`src/common/codec_defines.svh`:
```
`ifndef CODEC_DEFINES_SVH
`define CODEC_DEFINES_SVH

// Codec device on the I2C bus
`define CODEC_I2C_ADDR 7'h3B   // 7-bit address, write byte 0x76

// Init table
`define INIT_WORDS 29          // Control words in the table
`define INIT_GAP_CYCLES 64     // Idle cycles between words

// I2C bit timing
`define I2C_QTR_CYCLES 4       // Clock cycles per quarter SCL period

// Register bus
`define REG_AW 2               // Address width
`define REG_DW 32              // Data width

`endif

```
`src/common/codecPkg.sv`:
```
`include "codec_defines.svh"

package codecPkg;

  typedef logic [23:0] initWord_t;  // {regAddrHi, regAddrLo, data}
  typedef logic [4:0] wordIdx_t;    // Table index

  // Init sequencer
  typedef enum logic [2:0] {
    SEQ_IDLE,
    SEQ_LOAD,   // Wait for ROM word
    SEQ_SEND,   // Hand one byte to the master
    SEQ_WAIT,   // Byte in flight
    SEQ_GAP,    // Pause before next word
    SEQ_RETRY,  // Pause before resending same word
    SEQ_DONE
  } seqState_e;

  // I2C byte master
  typedef enum logic [2:0] {
    I2C_IDLE,
    I2C_START,
    I2C_BIT,    // Eight data bits, MSB first
    I2C_ACK,    // Ninth bit from the slave
    I2C_NEXT,   // Holds SCL low until the next byte
    I2C_STOP
  } i2cState_e;

  // Register map
  typedef enum logic [`REG_AW-1:0] {
    REG_CTRL    = `REG_AW'(0),
    REG_STATUS  = `REG_AW'(1),
    REG_ERRCNT  = `REG_AW'(2),
    REG_WORDIDX = `REG_AW'(3)
  } regAddr_e;

endpackage

```
`src/codecInit/codecInitRom.sv`:
```
`timescale 1ns/1ps

module codecInitRom import codecPkg::*; (
  input  logic      clk_i,
  input  logic      rst_ni,
  input  wordIdx_t  idx_i,
  output initWord_t word_o   // One cycle after idx_i
);

  always_ff @(posedge clk_i, negedge rst_ni) begin
    if (!rst_ni) begin
      word_o <= '0;
    end else begin
      case (idx_i)
        5'd0:  word_o <= 24'h400003;  // Clock control
        5'd1:  word_o <= 24'h401500;  // Serial port 0
        5'd2:  word_o <= 24'h401600;  // Serial port 1
        5'd3:  word_o <= 24'h401700;  // Converter
        5'd4:  word_o <= 24'h40F800;  // Sample rate
        5'd5:  word_o <= 24'h401913;  // ADCs on
        5'd6:  word_o <= 24'h402A03;  // DACs on
        5'd7:  word_o <= 24'h402903;  // Playback power
        5'd8:  word_o <= 24'h40F201;  // Serial in to DACs
        5'd9:  word_o <= 24'h40F97F;  // Clock enable 0
        5'd10: word_o <= 24'h40FA03;  // Clock enable 1
        5'd11: word_o <= 24'h402003;  // Line out mixer L
        5'd12: word_o <= 24'h402200;  // Mono out mixer
        5'd13: word_o <= 24'h402109;  // Line out mixer R
        5'd14: word_o <= 24'h4025E6;  // Line out L, 0 dB
        5'd15: word_o <= 24'h4026E6;  // Line out R, 0 dB
        5'd16: word_o <= 24'h402700;  // Mono out
        5'd17: word_o <= 24'h4023E6;  // Headphone L
        5'd18: word_o <= 24'h4024E6;  // Headphone R
        5'd19: word_o <= 24'h400A01;  // Rec mixer L 0
        5'd20: word_o <= 24'h400B05;  // Rec mixer L 1
        5'd21: word_o <= 24'h400C01;  // Rec mixer R 0
        5'd22: word_o <= 24'h400D05;  // Rec mixer R 1
        5'd23: word_o <= 24'h401C21;  // Play mixer L 0
        5'd24: word_o <= 24'h401D00;  // Play mixer L 1
        5'd25: word_o <= 24'h401E41;  // Play mixer R 0
        5'd26: word_o <= 24'h401F00;  // Play mixer R 1
        5'd27: word_o <= 24'h40F301;  // ADCs to serial out
        5'd28: word_o <= 24'h40F400;  // Pin config
        default: word_o <= '0;
      endcase
    end
  end

endmodule

```
`src/codecInit/codecInitSeq.sv`:
```
`timescale 1ns/1ps
`include "codec_defines.svh"

module codecInitSeq import codecPkg::*; (
  input  logic       clk_i,
  input  logic       rst_ni,
  input  logic       start_i,
  input  initWord_t  romWord_i,
  output wordIdx_t   romIdx_o,    // Also the reported word index
  output logic       byteStb_o,
  output logic [7:0] txByte_o,
  output logic       lastByte_o,
  input  logic       byteDone_i,
  input  logic       byteNak_i,
  output logic       busy_o,
  output logic       done_o,
  output logic       nakPulse_o   // One per failed attempt
);

  localparam int GapW = (`INIT_GAP_CYCLES > 1) ? $clog2(`INIT_GAP_CYCLES) : 1;
  localparam logic [GapW-1:0] GapLast = GapW'(`INIT_GAP_CYCLES - 1);
  localparam wordIdx_t IdxLast = wordIdx_t'(`INIT_WORDS - 1);

  seqState_e state;
  logic [1:0] bytePos;     // 0 addr hi, 1 addr lo, 2 data
  logic [GapW-1:0] gapCnt;
  logic [7:0] byteSel;

  always_comb begin
    case (bytePos)
      2'd0:    byteSel = romWord_i[23:16];
      2'd1:    byteSel = romWord_i[15:8];
      default: byteSel = romWord_i[7:0];
    endcase
  end

  always_ff @(posedge clk_i, negedge rst_ni) begin
    if (!rst_ni) begin
      state      <= SEQ_IDLE;
      romIdx_o   <= '0;
      bytePos    <= '0;
      gapCnt     <= '0;
      byteStb_o  <= 1'b0;
      txByte_o   <= '0;
      lastByte_o <= 1'b0;
      busy_o     <= 1'b0;
      done_o     <= 1'b0;
      nakPulse_o <= 1'b0;
    end else begin
      byteStb_o  <= 1'b0;
      nakPulse_o <= 1'b0;
      case (state)
        SEQ_IDLE, SEQ_DONE: begin
          if (start_i) begin
            romIdx_o <= '0;
            bytePos  <= '0;
            busy_o   <= 1'b1;
            done_o   <= 1'b0;
            state    <= SEQ_LOAD;
          end
        end
        SEQ_LOAD: state <= SEQ_SEND;  // ROM word valid next cycle
        SEQ_SEND: begin
          byteStb_o  <= 1'b1;
          txByte_o   <= byteSel;
          lastByte_o <= (bytePos == 2'd2);
          state      <= SEQ_WAIT;
        end
        SEQ_WAIT: begin
          if (byteDone_i) begin
            gapCnt <= '0;
            if (byteNak_i) begin
              nakPulse_o <= 1'b1;
              bytePos    <= '0;  // Retry from first byte
              state      <= SEQ_RETRY;
            end else if (bytePos != 2'd2) begin
              bytePos <= bytePos + 2'd1;
              state   <= SEQ_SEND;
            end else if (romIdx_o == IdxLast) begin
              busy_o <= 1'b0;
              done_o <= 1'b1;
              state  <= SEQ_DONE;
            end else begin
              state <= SEQ_GAP;
            end
          end
        end
        SEQ_GAP, SEQ_RETRY: begin
          gapCnt <= gapCnt + 1'b1;
          if (gapCnt == GapLast) begin
            if (state == SEQ_GAP) romIdx_o <= romIdx_o + 1'b1;
            bytePos <= '0;
            state   <= SEQ_LOAD;
          end
        end
        default: state <= SEQ_IDLE;
      endcase
    end
  end

endmodule

```
`src/i2cMaster/i2cMaster.sv`:
```
`timescale 1ns/1ps
`include "codec_defines.svh"

module i2cMaster import codecPkg::*; (
  input  logic       clk_i,
  input  logic       rst_ni,
  input  logic       byteStb_i,   // Send txByte_i, opens a transaction when idle
  input  logic [7:0] txByte_i,
  input  logic       lastByte_i,  // STOP after this byte
  output logic       byteDone_o,
  output logic       byteNak_o,   // Valid with byteDone_o
  input  logic       sda_i,
  input  logic       scl_i,
  output logic       sdaOe_o,     // High pulls SDA low
  output logic       sclOe_o      // High pulls SCL low
);

  localparam int QtrW = (`I2C_QTR_CYCLES > 1) ? $clog2(`I2C_QTR_CYCLES) : 1;
  localparam logic [QtrW-1:0] QtrLast = QtrW'(`I2C_QTR_CYCLES - 1);

  i2cState_e state;
  logic [QtrW-1:0] qCnt;  // Cycles within a quarter
  logic [1:0] qtr;        // Quarter within a bit
  logic [2:0] bitCnt;
  logic [7:0] shiftReg;
  logic [7:0] dataByte;   // Payload held while the address goes out
  logic lastFlag;
  logic addrPhase;        // Address byte in flight
  logic nakFlag;
  logic stretch;
  logic qtrEnd;

  assign stretch = ~sclOe_o & ~scl_i;  // SCL released but slave holds it low
  assign qtrEnd = (qCnt == QtrLast) && !stretch;

  // Line drive per state and quarter
  always_comb begin
    sdaOe_o = 1'b0;
    sclOe_o = 1'b0;
    case (state)
      I2C_START: begin
        sdaOe_o = (qtr >= 2'd2);  // SDA falls while SCL high
        sclOe_o = (qtr == 2'd3);
      end
      I2C_BIT: begin
        sdaOe_o = ~shiftReg[7];
        sclOe_o = (qtr == 2'd0) || (qtr == 2'd3);
      end
      I2C_ACK: begin
        sclOe_o = (qtr == 2'd0) || (qtr == 2'd3);  // SDA left to the slave
      end
      I2C_NEXT: begin
        sclOe_o = 1'b1;
      end
      I2C_STOP: begin
        sdaOe_o = (qtr <= 2'd1);  // SDA rises while SCL high
        sclOe_o = (qtr == 2'd0);
      end
      default: ;
    endcase
  end

  always_ff @(posedge clk_i, negedge rst_ni) begin
    if (!rst_ni) begin
      state      <= I2C_IDLE;
      qCnt       <= '0;
      qtr        <= '0;
      bitCnt     <= '0;
      shiftReg   <= '0;
      dataByte   <= '0;
      lastFlag   <= 1'b0;
      addrPhase  <= 1'b0;
      nakFlag    <= 1'b0;
      byteDone_o <= 1'b0;
      byteNak_o  <= 1'b0;
    end else begin
      byteDone_o <= 1'b0;
      byteNak_o  <= 1'b0;
      case (state)
        I2C_IDLE: begin
          qCnt <= '0;
          qtr  <= '0;
          if (byteStb_i) begin
            shiftReg  <= {`CODEC_I2C_ADDR, 1'b0};  // Write bit
            dataByte  <= txByte_i;
            lastFlag  <= lastByte_i;
            addrPhase <= 1'b1;
            nakFlag   <= 1'b0;
            state     <= I2C_START;
          end
        end
        I2C_NEXT: begin
          qCnt <= '0;
          qtr  <= '0;
          if (byteStb_i) begin
            shiftReg <= txByte_i;
            lastFlag <= lastByte_i;
            bitCnt   <= 3'd7;
            state    <= I2C_BIT;
          end
        end
        default: begin
          if (qtrEnd) begin
            qCnt <= '0;
            qtr  <= qtr + 2'd1;
          end else if (!stretch) begin
            qCnt <= qCnt + 1'b1;
          end
          if (qtrEnd && state == I2C_ACK && qtr == 2'd2) begin
            nakFlag <= sda_i;  // Sample mid SCL high
          end
          if (qtrEnd && qtr == 2'd3) begin
            case (state)
              I2C_START: begin
                bitCnt <= 3'd7;
                state  <= I2C_BIT;
              end
              I2C_BIT: begin
                shiftReg <= {shiftReg[6:0], 1'b0};
                bitCnt   <= bitCnt - 3'd1;
                if (bitCnt == 3'd0) state <= I2C_ACK;
              end
              I2C_ACK: begin
                if (nakFlag || (!addrPhase && lastFlag)) begin
                  state <= I2C_STOP;  // Done reported after STOP
                end else if (addrPhase) begin
                  addrPhase <= 1'b0;
                  shiftReg  <= dataByte;
                  bitCnt    <= 3'd7;
                  state     <= I2C_BIT;
                end else begin
                  byteDone_o <= 1'b1;
                  state      <= I2C_NEXT;
                end
              end
              I2C_STOP: begin
                byteDone_o <= 1'b1;
                byteNak_o  <= nakFlag;
                state      <= I2C_IDLE;
              end
              default: state <= I2C_IDLE;
            endcase
          end
        end
      endcase
    end
  end

endmodule

```
`src/codecRegs.sv`:
```
`timescale 1ns/1ps
`include "codec_defines.svh"

module codecRegs import codecPkg::*; (
  input  logic               clk_i,
  input  logic               rst_ni,
  input  logic               regWe_i,
  input  logic               regRe_i,
  input  logic [`REG_AW-1:0] regAddr_i,
  input  logic [`REG_DW-1:0] regWdata_i,
  output logic [`REG_DW-1:0] regRdata_o,  // Valid the cycle after regRe_i
  input  logic               busy_i,
  input  logic               done_i,
  input  logic               nakPulse_i,
  input  wordIdx_t           wordIdx_i,
  output logic               startPulse_o
);

  localparam int DW = `REG_DW;

  regAddr_e addr;
  logic [7:0] errCnt;

  assign addr = regAddr_e'(regAddr_i);

  // Start strobe, dropped while a run is active
  always_ff @(posedge clk_i, negedge rst_ni) begin
    if (!rst_ni) begin
      startPulse_o <= 1'b0;
    end else begin
      startPulse_o <= regWe_i && (addr == REG_CTRL) && regWdata_i[0] && !busy_i;
    end
  end

  // Saturating NAK counter
  always_ff @(posedge clk_i, negedge rst_ni) begin
    if (!rst_ni) begin
      errCnt <= '0;
    end else if (startPulse_o) begin
      errCnt <= '0;
    end else if (nakPulse_i && errCnt != 8'hFF) begin
      errCnt <= errCnt + 8'd1;
    end
  end

  // Read port, holds last value between reads
  always_ff @(posedge clk_i, negedge rst_ni) begin
    if (!rst_ni) begin
      regRdata_o <= '0;
    end else if (regRe_i) begin
      case (addr)
        REG_STATUS:  regRdata_o <= DW'({busy_i, done_i});
        REG_ERRCNT:  regRdata_o <= DW'(errCnt);
        REG_WORDIDX: regRdata_o <= DW'(wordIdx_i);
        default:     regRdata_o <= '0;  // CTRL start bit self-clears
      endcase
    end
  end

endmodule

```
`src/audioCodecCtrl.sv`:
```
`timescale 1ns/1ps
`include "codec_defines.svh"

module audioCodecCtrl import codecPkg::*; (
  input  logic               clk_i,
  input  logic               rst_ni,
  input  logic               regWe_i,
  input  logic               regRe_i,
  input  logic [`REG_AW-1:0] regAddr_i,
  input  logic [`REG_DW-1:0] regWdata_i,
  output logic [`REG_DW-1:0] regRdata_o,
  input  logic               sda_i,
  input  logic               scl_i,
  output logic               sdaOe_o,
  output logic               sclOe_o
);

  logic startPulse;
  logic busy;
  logic done;
  logic nakPulse;
  wordIdx_t romIdx;   // Also the status word index
  initWord_t romWord;
  logic byteStb;
  logic [7:0] txByte;
  logic lastByte;
  logic byteDone;
  logic byteNak;

  codecRegs u_codecRegs (
    .clk_i, .rst_ni, .regWe_i, .regRe_i, .regAddr_i, .regWdata_i, .regRdata_o,
    .busy_i(busy), .done_i(done), .nakPulse_i(nakPulse), .wordIdx_i(romIdx),
    .startPulse_o(startPulse)
  );

  codecInitSeq u_codecInitSeq (
    .clk_i, .rst_ni, .start_i(startPulse), .romWord_i(romWord), .romIdx_o(romIdx),
    .byteStb_o(byteStb), .txByte_o(txByte), .lastByte_o(lastByte),
    .byteDone_i(byteDone), .byteNak_i(byteNak),
    .busy_o(busy), .done_o(done), .nakPulse_o(nakPulse)
  );

  codecInitRom u_codecInitRom (.clk_i, .rst_ni, .idx_i(romIdx), .word_o(romWord));

  i2cMaster u_i2cMaster (
    .clk_i, .rst_ni, .byteStb_i(byteStb), .txByte_i(txByte), .lastByte_i(lastByte),
    .byteDone_o(byteDone), .byteNak_o(byteNak),
    .sda_i, .scl_i, .sdaOe_o, .sclOe_o
  );

endmodule

```
`config.mk`:
```
export PLATFORM = sky130hd
export DESIGN_NAME = audioCodecCtrl
export DESIGN_NICKNAME = d
export VERILOG_FILES = /design/src/common/codecPkg.sv /design/src/codecInit/codecInitRom.sv /design/src/codecInit/codecInitSeq.sv /design/src/i2cMaster/i2cMaster.sv /design/src/codecRegs.sv /design/src/audioCodecCtrl.sv
export VERILOG_INCLUDE_DIRS = /design/src /design/src/common
export SDC_FILE = /design/constraint.sdc
export NUM_CORES = 1
export LEC_CHECK = 0
export BUFFER_PORTS_ARGS = -buffer_cell sky130_fd_sc_hd__buf_2
export CAP_MARGIN = 10
export CORE_MARGIN = 2
export CORE_UTILIZATION = 50
export DETAILED_ROUTE_END_ITERATION = 10
export GPL_TIMING_DRIVEN = 0
export PLACE_DENSITY_LB_ADDON = 0.08
export REMOVE_ABC_BUFFERS = 1
export SYNTH_ARGS = -nofsm -noshare
export SYNTH_HDL_FRONTEND = slang
export SYNTH_SLANG_ARGS = --single-unit
```
`constraint.sdc`:
```
create_clock -name clk_i -period 2.5 [get_ports clk_i]
set_input_delay 0 -clock clk_i [delete_from_list [all_inputs] [get_ports clk_i]]
set_output_delay 0 -clock clk_i [all_outputs]
set_load 0.01 [all_outputs]
```
After elaboration in Yosys (flattened, before gate mapping)
Memories as Yosys holds them, arrays and structs flattened. A register that Yosys moved wholly into a read port is not among the register bits.
Index checks and enable logic that the tools add are counted.
{"block": "op_classes", "addsub": 7, "n_mul": 0, "div_mod_pow": 0, "n_lt_le_gt_ge": 2, "n_eq_ne": 40, "shift": 0, "mux": 83, "n_bitwise": 6, "n_reduce_logical": 50}
{"cell": "$mux 8", "n": 7}
{"cell": "$pmux 8 s2", "n": 3}
{"cell": "$mux 3", "n": 15}
{"cell": "$mux 1", "n": 27}
{"cell": "$pmux 8 s3", "n": 1}
{"cell": "$mux 2", "n": 11}
{"cell": "$pmux 3 s3", "n": 2}
{"cell": "$reduce_and 6->1", "n": 3}
{"cell": "$reduce_bool 2->1", "n": 9}
{"cell": "$eq 3x3->1 const B", "n": 5}
{"cell": "$mux 5", "n": 3}
{"cell": "$pmux 3 s5", "n": 1}
{"cell": "$ne 2x2->1 const B", "n": 7}
{"cell": "$eq 2x2->1 const B", "n": 6}
{"cell": "$eq 3x2->1 const B", "n": 4}
{"cell": "$pmux 3 s2", "n": 2}
{"cell": "$pmux 6 s2", "n": 1}
{"cell": "$pmux 1 s2", "n": 5}
{"cell": "$pmux 5 s2", "n": 1}
{"cell": "$reduce_and 5->1", "n": 2}
{"cell": "$logic_and 1x1->1", "n": 9}
{"cell": "$logic_not 3->1", "n": 3}
{"cell": "$add 8x1->8 const B", "n": 1}
{"cell": "$ne 2x1->1 const B", "n": 4}
{"cell": "other kinds (32)", "n": 56}
{"block": "word_totals", "regBits": 125, "latchBits": 0, "ramBits": 0, "rom_bits": 544, "in_bits": 40, "elab_cells": 214, "n_memories": 1}
{"memory": "(no name shown)", "words": 32, "word_bits": 17, "read_ports": 1, "rd_ports_with_merged_regs": 1, "write_ports": 0, "line_no": "codecInitRom.sv:14", "source": "case (idx_i)"}

Logic depth before layout (Yosys ltp)
Gate-level depths: netlist of run 1.
{"block": "logic_depth", "depth_word": 11, "depth_mapped": 8, "mapped_depth_nobuf": 7}

Cells and area by module
Synthesis of run 1 repeated with hierarchy kept, for this count alone.
{"block": "hier_totals", "cells_unflattened": 564, "area_unflattened_um2": 5557.8}
{"module": "i2cMaster", "instances": 1, "cells_each": 166, "area_per_inst_um2": 1757.9, "seq_area_each_um2": 775.7}
{"module": "codecInitSeq", "instances": 1, "cells_each": 179, "area_per_inst_um2": 1631.6, "seq_area_each_um2": 725.7}
{"module": "codecRegs", "instances": 1, "cells_each": 113, "area_per_inst_um2": 1084.8, "seq_area_each_um2": 425.4}
{"module": "codecInitRom", "instances": 1, "cells_each": 106, "area_per_inst_um2": 1083.5, "seq_area_each_um2": 400.4}

Worst setup path after synthesis of run 1
No wires, ideal clock.
{"block": "synth_path", "path_type": "register to register", "from": "reg u_i2cMaster.qtr[1]", "to": "reg u_i2cMaster.shiftReg[0]", "t_arrival_ps": 2156, "slack_ps": 216, "stages_incl_launch_ff": 8, "cell_sequence": "dfrtp_1 -> ha_1 -> nor4bb_1 -> a211o_1 -> o211ai_1 -> a22o_1 -> buf_2 -> mux2_1"}
{"block": "synth_between", "elab_chain_len": 10}
{"element": "from (decl)", "line_no": "i2cMaster.sv:23", "source": "logic [1:0] qtr;"}
{"element": "from (signal assigned)", "line_no": "i2cMaster.sv:105", "source": "qtr <= qtr + 2'd1;"}
{"element": "$eq 2x2->1 or $logic_not 2->1 (tied branches)"}
{"element": "$logic_or 1x1->1", "line_no": "i2cMaster.sv:47, i2cMaster.sv:50"}
{"element": "$pmux 1 s4 *", "line_no": "i2cMaster.sv:40", "source": "case (state)"}
{"element": "net sclOe_o", "line_no": "audioCodecCtrl.sv:15", "source": "output logic sclOe_o"}
{"element": "$not 1->1 *", "line_no": "i2cMaster.sv:33", "source": "assign stretch = ~sclOe_o & ~scl_i;"}
{"element": "$and 1x1->1 *", "line_no": "i2cMaster.sv:33"}
{"element": "$logic_not 1->1 *", "line_no": "i2cMaster.sv:34", "source": "assign qtrEnd = (qCnt == QtrLast) && !stretch;"}
{"element": "$logic_and 1x1->1 *", "line_no": "i2cMaster.sv:34"}
{"element": "$logic_and 1x1->1 *", "line_no": "i2cMaster.sv:112", "source": "if (qtrEnd && qtr == 2'd3) begin"}
{"element": "$reduce_bool 3->1 (no line) *"}
{"element": "$reduce_and 6->1 (no line) *"}
{"element": "to (signal assigned)", "line_no": "i2cMaster.sv:96", "source": "shiftReg <= txByte_i;"}
{"element": "to (signal assigned)", "line_no": "i2cMaster.sv:119", "source": "shiftReg <= {shiftReg[6:0], 1'b0};"}
{"element": "to (signal assigned)", "line_no": "i2cMaster.sv:128", "source": "shiftReg <= dataByte;"}
{"element": "to (decl)", "line_no": "i2cMaster.sv:25", "source": "logic [7:0] shiftReg;"}
The timed path passes the listed nets; every way through them passes the cells marked *.
A chain may end at the register's enable or synchronous reset.

Final worst setup path of run 1
{"block": "layout_path", "from": "reg u_codecInitSeq.gapCnt[0]", "to": "reg u_codecInitSeq.bytePos[0]"}
{"block": "layout_between", "elab_chain_len": 3}
{"element": "from (decl)", "line_no": "codecInitSeq.sv:26", "source": "logic [GapW-1:0] gapCnt;"}
{"element": "from (signal assigned)", "line_no": "codecInitSeq.sv:89", "source": "gapCnt <= gapCnt + 1'b1;"}
{"element": "$eq 6x6->1", "line_no": "codecInitSeq.sv:90", "source": "if (gapCnt == GapLast) begin"}
{"element": "$ne 2x1->1 (no line)"}
{"element": "$reduce_and 5->1 (no line)"}
{"element": "to (signal assigned)", "line_no": "codecInitSeq.sv:77", "source": "bytePos <= bytePos + 2'd1;"}
{"element": "to (decl)", "line_no": "codecInitSeq.sv:25", "source": "logic [1:0] bytePos;"}
No other way between the ends.

==> results.sh, run 1 <==
export IMPL_status="complete, no violations"
export IMPL_synthTopCellsByArea="dfrtp_1 (45%), ha_1 (4.9%), buf_4 (3.5%)"
export IMPL_hpwl_um=6720
export IMPL_top_layer_used="met4"
export IMPL_area_growth_synth_to_final_pct=7.22
export IMPL_diodes=0
export IMPL_fin_cells=690
export IMPL_dr_pass1_iters=4
export IMPL_end_kind="register"
export IMPL_rows=36
export IMPL_portBuffers=18
export IMPL_synthXorXnorAreaFrac_pct=1.88
export IMPL_crit_fanout=4
export IMPL_via_count=3811
export IMPL_netlist_area_leader_share_pct=45.4
export IMPL_max_freq_mhz=426
export IMPL_cts_max_level=3
export IMPL_yosys_warnings=0
export IMPL_hold_violations=0
export IMPL_fin_worst_skew_ps=7.58
export IMPL_overflow=0
export IMPL_critPathKind="reg -> reg"
export IMPL_crit_required_ps=2750
export IMPL_drtIter0Drc=223
export IMPL_rr_startpoint="u_codecInitSeq.gapCnt[0]"
export IMPL_die_h_um=105
export IMPL_drc_errors=0
export IMPL_ys_ff_latch=93
export IMPL_clockBufferDepth=2
export IMPL_peakVddDrop_uv=262
export IMPL_cpPeakStageDelay_ps=630
export IMPL_mostFrequentLayoutCells="dfrtp_1 (91), nor2_1 (47), nand2_1 (42)"
export IMPL_start_kind="register"
export IMPL_dp_slack_ps=-407
export IMPL_postLayoutCoreUtil_pct=55.8
export IMPL_die_x_um=105
export IMPL_grt_max_degree=67
export IMPL_startpoint="u_codecInitSeq.gapCnt[0]"
export IMPL_async_reset_ff_share_pct=100
export IMPL_avgSynthCellArea_sq_um=9.40
export IMPL_hp_start="regAddr_i[0]"
export IMPL_maxCapViolCount=0
export IMPL_wl_met1_um=4660
export IMPL_synth_area_mux_share_pct=6.80
export IMPL_syn_inst=546
export IMPL_slowest_stage="o311ai_0"
export IMPL_period_needed_ps=2350
export IMPL_yosysTopAreaCell="dfrtp_1"
export IMPL_grt_pass1_wl_um=17000
export IMPL_antenna_found_initial=0
export IMPL_grt_pass1_vias=3560
export IMPL_ant_nets=0
export IMPL_initial_utilization_pct=52.0
export IMPL_cp_data_arrival_time_ps=2600
export IMPL_route_met3_wl_um=365
export IMPL_final_common_cell="dfrtp_1"
export IMPL_dr_wl_met2_um=4690
export IMPL_setup_viol=0
export IMPL_vias_per_cell=5.52
export IMPL_clock_sinks=93
export IMPL_synth_top_family_by_area="compound AO/OA/AOI/OAI gates"
export IMPL_pin_count=74
export IMPL_wl_per_cell_um=14.3
export IMPL_nets=612
export IMPL_cts_root_buf="clkbuf_8"
export IMPL_path_cells="ha_1 -> nand3_1 -> o311ai_0 -> o21ai_1 -> a21oi_1 -> mux2_1"
export IMPL_rsz0062_at_grt="false"
export IMPL_cts_tree="built"
export IMPL_clkTransAtPathRegs_ps=90
export IMPL_period_share_pct=93.9
export IMPL_leakagePower_nw=2.57
export IMPL_synth_cell_types=61
export IMPL_core_area_sq_um=9860
export IMPL_slew_violations=0
export IMPL_synth_compound_area_share_pct=16.6
export IMPL_max_slew_margin_pct=32.9
export IMPL_layout_drive_gt1_share_pct=11.1
export IMPL_routabilityCongestion=0.824
export IMPL_seq_area_frac_synth_pct=45.4
export IMPL_routed_wl_um=9840
export IMPL_grt_usage_pct=19.1
export IMPL_clock_latency_ps=360
export IMPL_setup_slack_ps=152
export IMPL_synthAdderAreaFrac_pct=4.88
export IMPL_synth_simple_area_share_pct=16.5
export IMPL_ys_flop_type="dfrtp_1"
export IMPL_synth_edf_count=0
export IMPL_hold_class="in -> reg"
export IMPL_dp_cells=667
export IMPL_powerDensity_nw_per_um2=706
export IMPL_dieArea_sq_um=11100
export IMPL_tightest_slew_ps=1010
export IMPL_syn_area_sq_um=5130
export IMPL_cts_inserted_buffers=9
==> metal layers <==
layer / track usage (%) / up-vias
met1: 25.1 / 1837
li1: - / 1888
met5: 0 / -
met2: 31.5 / 76
met4: 6.86 / 0
met3: 3.65 / 10
==> synth_stat cells (2+ instances only) <==
master	count
nand4_1	3
nor3_1	9
o221ai_1	4
o211ai_1	7
o21ai_1	2
nand3_1	23
and2_1	3
nor2b_1	9
o21a_1	2
nor3b_1	2
xor2_1	5
mux2_1	9
nor2_1	48
or3_1	5
ha_1	20
a211oi_1	4
o22ai_1	11
a221oi_1	3
nand2b_1	14
a22o_1	3
clkinv_1	2
xnor2_1	6
a31o_2	2
o21ai_0	30
a22oi_1	11
a31oi_1	8
inv_1	24
and3_1	5
buf_4	24
clkbuf_1	25
buf_2	2
dfrtp_1	93
nand3b_1	2
mux2i_1	9
a21oi_1	33
o311ai_0	3
buf_1	2
o31ai_1	2
mux2_2	14
nand2_1	42
==> final cells by class <==
cell class              instances  area [sq um]
clock buffers                  10           138
clock inverters                 6          86.3
fillers                       876          4360
inverters                      27           101
multi-input cells             395          2490
flip-flops and latches         93          2330
well taps                     133           166
repair buffers                 26           188
==> repair_timing <==
action                                  in CTS  in global routing
endpoints found under the setup margin      18                 13
setup buffers                                1                  0
endpoints found under the hold margin      104                  0
hold buffers                                 6                  0
pin swaps                                    1                  0
gates resized for setup                      2                  3
==> report_power, final <==
| group | switching, mW | internal (mW) |
|---|---|---|
| clock network | 0.524 | 0.589 |
| registers | 0.182 | 1.68 |
| logic | 0.521 | 0.385 |
| total | 1.23 | 2.66 |
==> sequential cells by signal, summed over array words and instances, names as in the netlist, 3 cells and up <==
name / count
u_codecInitRom.word_o: 16
u_codecInitSeq.gapCnt: 6
u_codecInitSeq.romIdx_o: 5
u_codecInitSeq.state: 3
u_codecInitSeq.txByte_o: 8
u_codecRegs.errCnt: 8
u_codecRegs.regRdata_o: 8
u_i2cMaster.bitCnt: 3
u_i2cMaster.dataByte: 8
u_i2cMaster.shiftReg: 8
u_i2cMaster.state: 3
==> worst max-delay path: cells and delay by family, from the launching register on <==
kind	cells	cell delay, ps
compound gates	3	1170
flops	1	400
mux	1	350
fa+ha+maj	1	200
simple gates	1	120
==> logic make-up after synthesis <==
kind of cell	Yosys count
flops	93
simple gates	174
other cells	1
xor+xnor	11
fa+ha+maj	20
buf+inv	81
mux	32
compound gates	134
==> stage by stage <==
step	cell area, sq um	hold WS (ps)	power [mW]	setup TNS [ps]
after floorplan	4910	-296	2.53	0
after global placement	5170	235	2.76	-4290
after detailed placement	5200	-44.6	2.80	-4350
after CTS	5490	36.5	3.94	0
after global routing	5500	82.4	4.16	0
final	5500	56.0	3.89	0
==> final timing paths <==
kind / endpoint / slack, ps / depth (start not counted)
worst max register to register: u_codecInitSeq.bytePos[0] / 150 / 6
worst min register to register: u_codecInitSeq.gapCnt[5] / 500 / 1
max in group asynchronous: u_codecInitSeq.romIdx_o[2] / 1750 / 3
min in group asynchronous: u_codecInitSeq.txByte_o[5] / 100 / 2
worst min-delay path: u_codecRegs.regRdata_o[3] / 60 / 3
worst max-delay path: u_codecInitSeq.bytePos[0] / 150 / 6
No activity file was read; power rests on OpenSTA's default activity.
==> inputs of run 2 (changes only) <==
CELL_PAD_IN_SITES_DETAIL_PLACEMENT = 0   (was not set)
CELL_PAD_IN_SITES_GLOBAL_PLACEMENT = 1   (was not set)
CORE_UTILIZATION = 44   (was 50)
PLACE_DENSITY = 0.8   (was not set)
PLACE_DENSITY_LB_ADDON = not set   (was 0.08)
==> run 2 against run 1 <==
  * Global-route usage down 2.0 points
  * Sequential share of layout area down 0.78 points
  * Fmax up 2.6%
  * Final cell count up 1.3%
  * Final area up 1.9%
  * Clock skew down 1.5 ps
  * Register-to-register slack better by 60 ps
  * Clock power up 33%
  * Power up 9.8%
  * Utilization down 6.7 points
  * Critical endpoint is now u_i2cMaster.state[2]
  * Largest cell class unchanged
==> results.sh, run 2 (synthesis gave the netlist of run 1 again) <==
export IMPL_clockBufferDepth=2
export IMPL_largest_register="u_codecInitRom.word_o"
export IMPL_die_h_um=112
export IMPL_cts_max_level=3
export IMPL_ff2ff_path_depth=8
export IMPL_dieArea_sq_um=12500
export IMPL_powerDensity_nw_per_um2=761
export IMPL_grt_pass1_wl_um=17500
export IMPL_hpwl_um=6810
export IMPL_pin_count=74
export IMPL_fill_cells=1087
export IMPL_ant_nets=0
export IMPL_slowest_stage="dfrtp_1"
export IMPL_initial_utilization_pct=44.9
export IMPL_vias_per_cell=5.42
export IMPL_period_needed_ps=2290
export IMPL_cts_root_buf="clkbuf_16"
export IMPL_overflow=0
export IMPL_tightest_slew_ps=1030
export IMPL_grt_pass1_vias=3622
export IMPL_clkTransAtPathRegs_ps=60
export IMPL_min_path_cells=2
export IMPL_routed_wl_um=9950
export IMPL_portBuffers=18
export IMPL_cts_tree="built"
export IMPL_max_freq_mhz=437
export IMPL_r2r_slack_ps=210
export IMPL_mostFrequentLayoutCells="dfrtp_1 (90), nor2_1 (47), nand2_1 (42)"
export IMPL_peakVddDrop_uv=459
export IMPL_diodes=0
export IMPL_maxCapViolCount=0
export IMPL_nets=611
export IMPL_area_growth_synth_to_final_pct=9.29
export IMPL_leakagePower_nw=2.61
export IMPL_period_share_pct=91.6
export IMPL_rsz0062_at_grt="false"
export IMPL_die_x_um=112
export IMPL_hold_class="in -> reg"
export IMPL_final_common_cell="dfrtp_1"
export IMPL_drc_errors=0
export IMPL_hp_start="regRe_i"
export IMPL_final_area_sq_um=5610
export IMPL_rows=39
export IMPL_max_slew_margin_pct=31.4
export IMPL_path_cells="inv_1 -> ha_1 -> nor3b_1 -> a211o_1 -> o211ai_1 -> buf_4 -> a22oi_1 -> mux2_2"
export IMPL_cp_num_buf_inv=2
export IMPL_rr_startpoint="u_i2cMaster.qtr[1]"
export IMPL_core_area_sq_um=11400
export IMPL_clock_sinks=93
export IMPL_startpoint="u_i2cMaster.qtr[1]"
export IMPL_antenna_found_initial=0
export IMPL_crit_family="compound AO/OA/AOI/OAI gates"
export IMPL_layout_drive_gt1_share_pct=11.2
export IMPL_power_mw=4.26
export IMPL_clock_latency_ps=350
export IMPL_grt_usage_pct=17.0
export IMPL_via_count=3787
export IMPL_cp_data_arrival_time_ps=2520
export IMPL_fin_worst_skew_ps=6.10
export IMPL_routabilityCongestion=0.791
export IMPL_critPathKind="reg -> reg"
export IMPL_crit_required_ps=2730
export IMPL_status="complete, no violations"
export IMPL_setup_viol=0
export IMPL_placed_area_sq_um=5210
export IMPL_cts_inserted_buffers=9
export IMPL_start_kind="register"
export IMPL_drtIter0Drc=282
export IMPL_min_to="u_codecRegs.regRdata_o[0]"
export IMPL_largest_reg_flops=16
export IMPL_slew_violations=0
export IMPL_wl_per_cell_um=14.2
export IMPL_grt_max_degree=71
export IMPL_cpPeakStageDelay_ps=430
export IMPL_end_kind="register"
export IMPL_hold_violations=0
export IMPL_worst_r2r_endpoint="u_i2cMaster.state[2]"
export IMPL_crit_cells=8
export IMPL_whs_ps=4.74
export IMPL_dr_pass1_iters=4
export IMPL_crit_fanout=6
## run 2: routing by layer
metal	wire length [um]	vias up	global-route usage, %
met5	0	-	0
met4	189	0	6.75
met3	347	17	2.94
met2	4630	64	26.3
met1	4780	1817	24.0
li1	-	1889	-
## run 2: worst max path at each step
stage | to | slack (ps)
6_report | u_i2cMaster.state[2] | 210
5_1_grt | u_i2cMaster.state[2] | 40
4_1_cts | u_codecInitSeq.lastByte_o | 110
3_5_place_dp | u_i2cMaster.shiftReg[3] | -440
3_3_place_gp | u_i2cMaster.shiftReg[4] | -440
2_1_floorplan | u_i2cMaster.shiftReg[0] | 90
## run 2: metrics by stage
stage	TNS (ps)	setup slack [ps]	std cells	utilization, %
floorplan	0	87.7	515	-
finish	0	211	699	49.1
global placement	-4260	-443	676	45.4
global route	0	44.3	699	49.1
CTS	0	111	699	49.0
detailed placement	-4070	-443	677	45.6
## run 2: worst register-to-register path, stage by stage, from the launching register on
cell and delay [ps]:
dfrtp_1 430, inv_1 90, ha_1 290, nor3b_1 190, a211o_1 220, o211ai_1 160
buf_4 190, a22oi_1 240, mux2_2 370
## run 2: report_power, final
part	leakage (nW)	total (mW)	internal, mW	switching (mW)
sequential	1.22	1.87	1.69	0.181
combinational	1.23	0.918	0.385	0.532
clock	0.163	1.48	0.927	0.552
## run 2: layout make-up
cell class	count	area, sq um	area share (%)
Timing Repair Buffer	25	178	3.17
Multi-Input combinational cell	395	2490	44.4
Clock inverter	4	70.1	1.25
Clock buffer	12	256	4.57
Inverter	27	101	1.81
Sequential cell	93	2330	41.6
Tap cell	143	179	3.19
## run 2: repair_timing
item | 4_1_cts | 5_1_grt
buffers inserted | 1 | 0
hold buffers | 5 | 0
endpoints found under the hold margin | 98 | 0
gates resized for setup | 3 | 4
endpoints found under the setup margin | 19 | 21
pin swaps | 1 | 0
==> inputs of run 3 (changes only) <==
SETUP_SLACK_MARGIN = 0.4   (was not set)
==> run 3 against run 2 <==
  * Clock skew fell by 0.64 ps
  * Via count rose by 1.8%
  * Largest power group unchanged
  * Sequential cell count did not move
  * Combinational power rose by 23%
  * Die area did not move
  * Final area rose by 3.9%
  * Wire length rose by 3.5%
  * Sequential power barely moved
  * First-iteration DRC count fell by 15%
  * Global-route usage rose by 0.54 points
  * Fmax rose by 8.4%
  * Non-clock buffer count rose by 10
==> results.sh, run 3 (synthesis gave the netlist of run 1 again) <==
export IMPL_fin_cells=709
export IMPL_dp_slack_ps=-443
export IMPL_nets=621
export IMPL_start_kind="register"
export IMPL_final_common_cell="dfrtp_1"
export IMPL_dr_pass1_iters=4
export IMPL_clkPwrFrac_pct=33.0
export IMPL_postLayoutCoreUtil_pct=51.0
export IMPL_dp_cells=677
export IMPL_die_h_um=112
export IMPL_final_area_sq_um=5830
export IMPL_hold_class="in -> reg"
export IMPL_overflow=0
export IMPL_cts_inserted_buffers=9
export IMPL_dieArea_sq_um=12500
export IMPL_min_to="u_codecRegs.regRdata_o[0]"
export IMPL_fill_cells=1053
export IMPL_min_path_cells=2
export IMPL_tightest_slew_ps=661
export IMPL_grt_max_degree=71
export IMPL_critPathKind="reg -> reg"
export IMPL_regArea_sq_um=2340
export IMPL_p_sw_mw=1.34
export IMPL_hpwl_um=6810
export IMPL_fin_worst_skew_ps=5.47
export IMPL_clock_latency_ps=340
export IMPL_crit_fanout=8
export IMPL_initial_utilization_pct=44.9
export IMPL_vias_per_cell=5.44
export IMPL_hold_violations=0
export IMPL_multi_input_area_sq_um=2630
export IMPL_end_kind="register"
export IMPL_slew_violations=0
export IMPL_routed_wl_um=10300
export IMPL_largest_reg_flops=16
export IMPL_drc_errors=0
export IMPL_rsz0062_at_grt="true"
export IMPL_mostFrequentLayoutCells="dfrtp_1 (86), nor2_1 (47), nand2_1 (42)"
export IMPL_period_needed_ps=2110
export IMPL_status="complete, no violations"
export IMPL_crit_required_ps=2730
export IMPL_antenna_found_initial=0
export IMPL_die_x_um=112
export IMPL_rows=39
export IMPL_clockBufferDepth=2
export IMPL_core_area_sq_um=11400
export IMPL_placed_area_sq_um=5210
export IMPL_clkTransAtPathRegs_ps=60
export IMPL_leakagePower_nw=2.70
export IMPL_routabilityCongestion=0.791
export IMPL_setup_viol=0
export IMPL_swShare_pct=29.9
export IMPL_seqPwrFrac_pct=41.9
export IMPL_hp_start="regRe_i"
export IMPL_ff2ff_path_depth=6
export IMPL_portBuffers=18
export IMPL_grt_pass1_vias=3731
export IMPL_cts_tree="built"
export IMPL_clock_sinks=93
export IMPL_worst_r2r_endpoint="u_i2cMaster.shiftReg[1]"
export IMPL_via_count=3855
export IMPL_peakVddDrop_uv=587
export IMPL_drtIter0Drc=240
export IMPL_cts_root_buf="clkbuf_16"
export IMPL_largest_register="u_codecInitRom.word_o"
export IMPL_whs_ps=11.5
export IMPL_pin_count=74
export IMPL_diodes=0
export IMPL_combPwrFrac_pct=25.2
export IMPL_max_slew_margin_pct=55.3
export IMPL_wl_per_cell_um=14.5
export IMPL_grt_pass1_wl_um=18000
export IMPL_maxCapViolCount=0
export IMPL_cts_max_level=3
export IMPL_max_freq_mhz=473
export IMPL_layout_drive_gt1_share_pct=17.7
export IMPL_ant_nets=0
export IMPL_grt_usage_pct=17.6
export IMPL_rr_startpoint="u_i2cMaster.qtr[0]"
export IMPL_r2r_slack_ps=390
export IMPL_powerDensity_nw_per_um2=768
export IMPL_cp_data_arrival_time_ps=2340
export IMPL_area_growth_synth_to_final_pct=13.6
export IMPL_setup_slack_ps=388
export IMPL_p_int_mw=3.14
export IMPL_period_share_pct=84.5
-- run 3: changes by cell type in the layout (fill, tap and decap cells not counted), moves of 3 or more --
cell / delta
dfrtp_1: -4
buf_4: +10
mux2_1: -8
dfrtp_2: +3
mux2_4: +8
ha_1: -3
-- run 3: per-layer routing --
metal,vias to the layer above,wire length (um),GRT usage (%),share of wire [%]
li1,1912,-,-,-
met1,1862,4910,24.5,48
met2,65,4880,27.4,47
met3,16,309,3.16,3.0
met4,0,191,7.07,1.9
met5,-,0,0,0
-- run 3: critical path, cell delays in order, from the launching register on --
cell and delay, ps:
dfrtp_1 410, ha_2 220, nor4bb_4 150, a211o_1 320, o211ai_1 280, a22o_4 300
mux2_4 320
-- run 3: how the worst max path moves through the flow --
stage	start	slack [ps]	depth (start not counted)	end
floorplan	u_i2cMaster.state[1]	90	5	u_i2cMaster.shiftReg[0]
global placement	u_i2cMaster.state[1]	-440	5	u_i2cMaster.shiftReg[4]
detailed placement	u_i2cMaster.state[1]	-440	5	u_i2cMaster.shiftReg[3]
CTS	u_i2cMaster.state[0]	300	6	u_i2cMaster.state[0]
global route	u_i2cMaster.qtr[0]	290	6	u_i2cMaster.shiftReg[3]
finish	u_i2cMaster.qtr[0]	390	6	u_i2cMaster.shiftReg[1]
-- run 3: what timing repair did --
| action | in CTS | in global routing |
|---|---|---|
| pin swaps | 3 | 6 |
| endpoints found under the setup margin | 52 | 37 |
| resized for setup | 26 | 17 |
| buffers inserted | 7 | 4 |
| endpoints found under the hold margin | 98 | 0 |
| hold buffers | 5 | 0 |
-- run 3: area by class of cell --
| type | count | area share (%) |
|---|---|---|
| Clock buffer | 12 | 4.40 |
| Clock inverter | 4 | 1.20 |
| Inverter | 27 | 1.76 |
| Multi-Input combinational cell | 395 | 45.1 |
| Sequential cell | 93 | 40.1 |
| Tap cell | 143 | 3.07 |
| Timing Repair Buffer | 35 | 4.34 |
-- run 3: power by group through the flow --
stage / Combinational, mW / Sequential (mW) / Clock (mW)
2_1_floorplan: 0.696 / 1.84 / 0
3_5_place_dp: 0.917 / 1.89 / 0
4_1_cts: 1.05 / 1.86 / 1.52
6_report: 1.13 / 1.87 / 1.47
3_3_place_gp: 0.877 / 1.88 / 0
5_1_grt: 1.29 / 1.91 / 1.58
-- run 3: metrics by stage --
stage / TNS, ps / total power, mW
finish: 0 / 4.47
global route: 0 / 4.78
CTS: 0 / 4.43
detailed placement: -4070 / 2.81
global placement: -4260 / 2.76
floorplan: 0 / 2.53
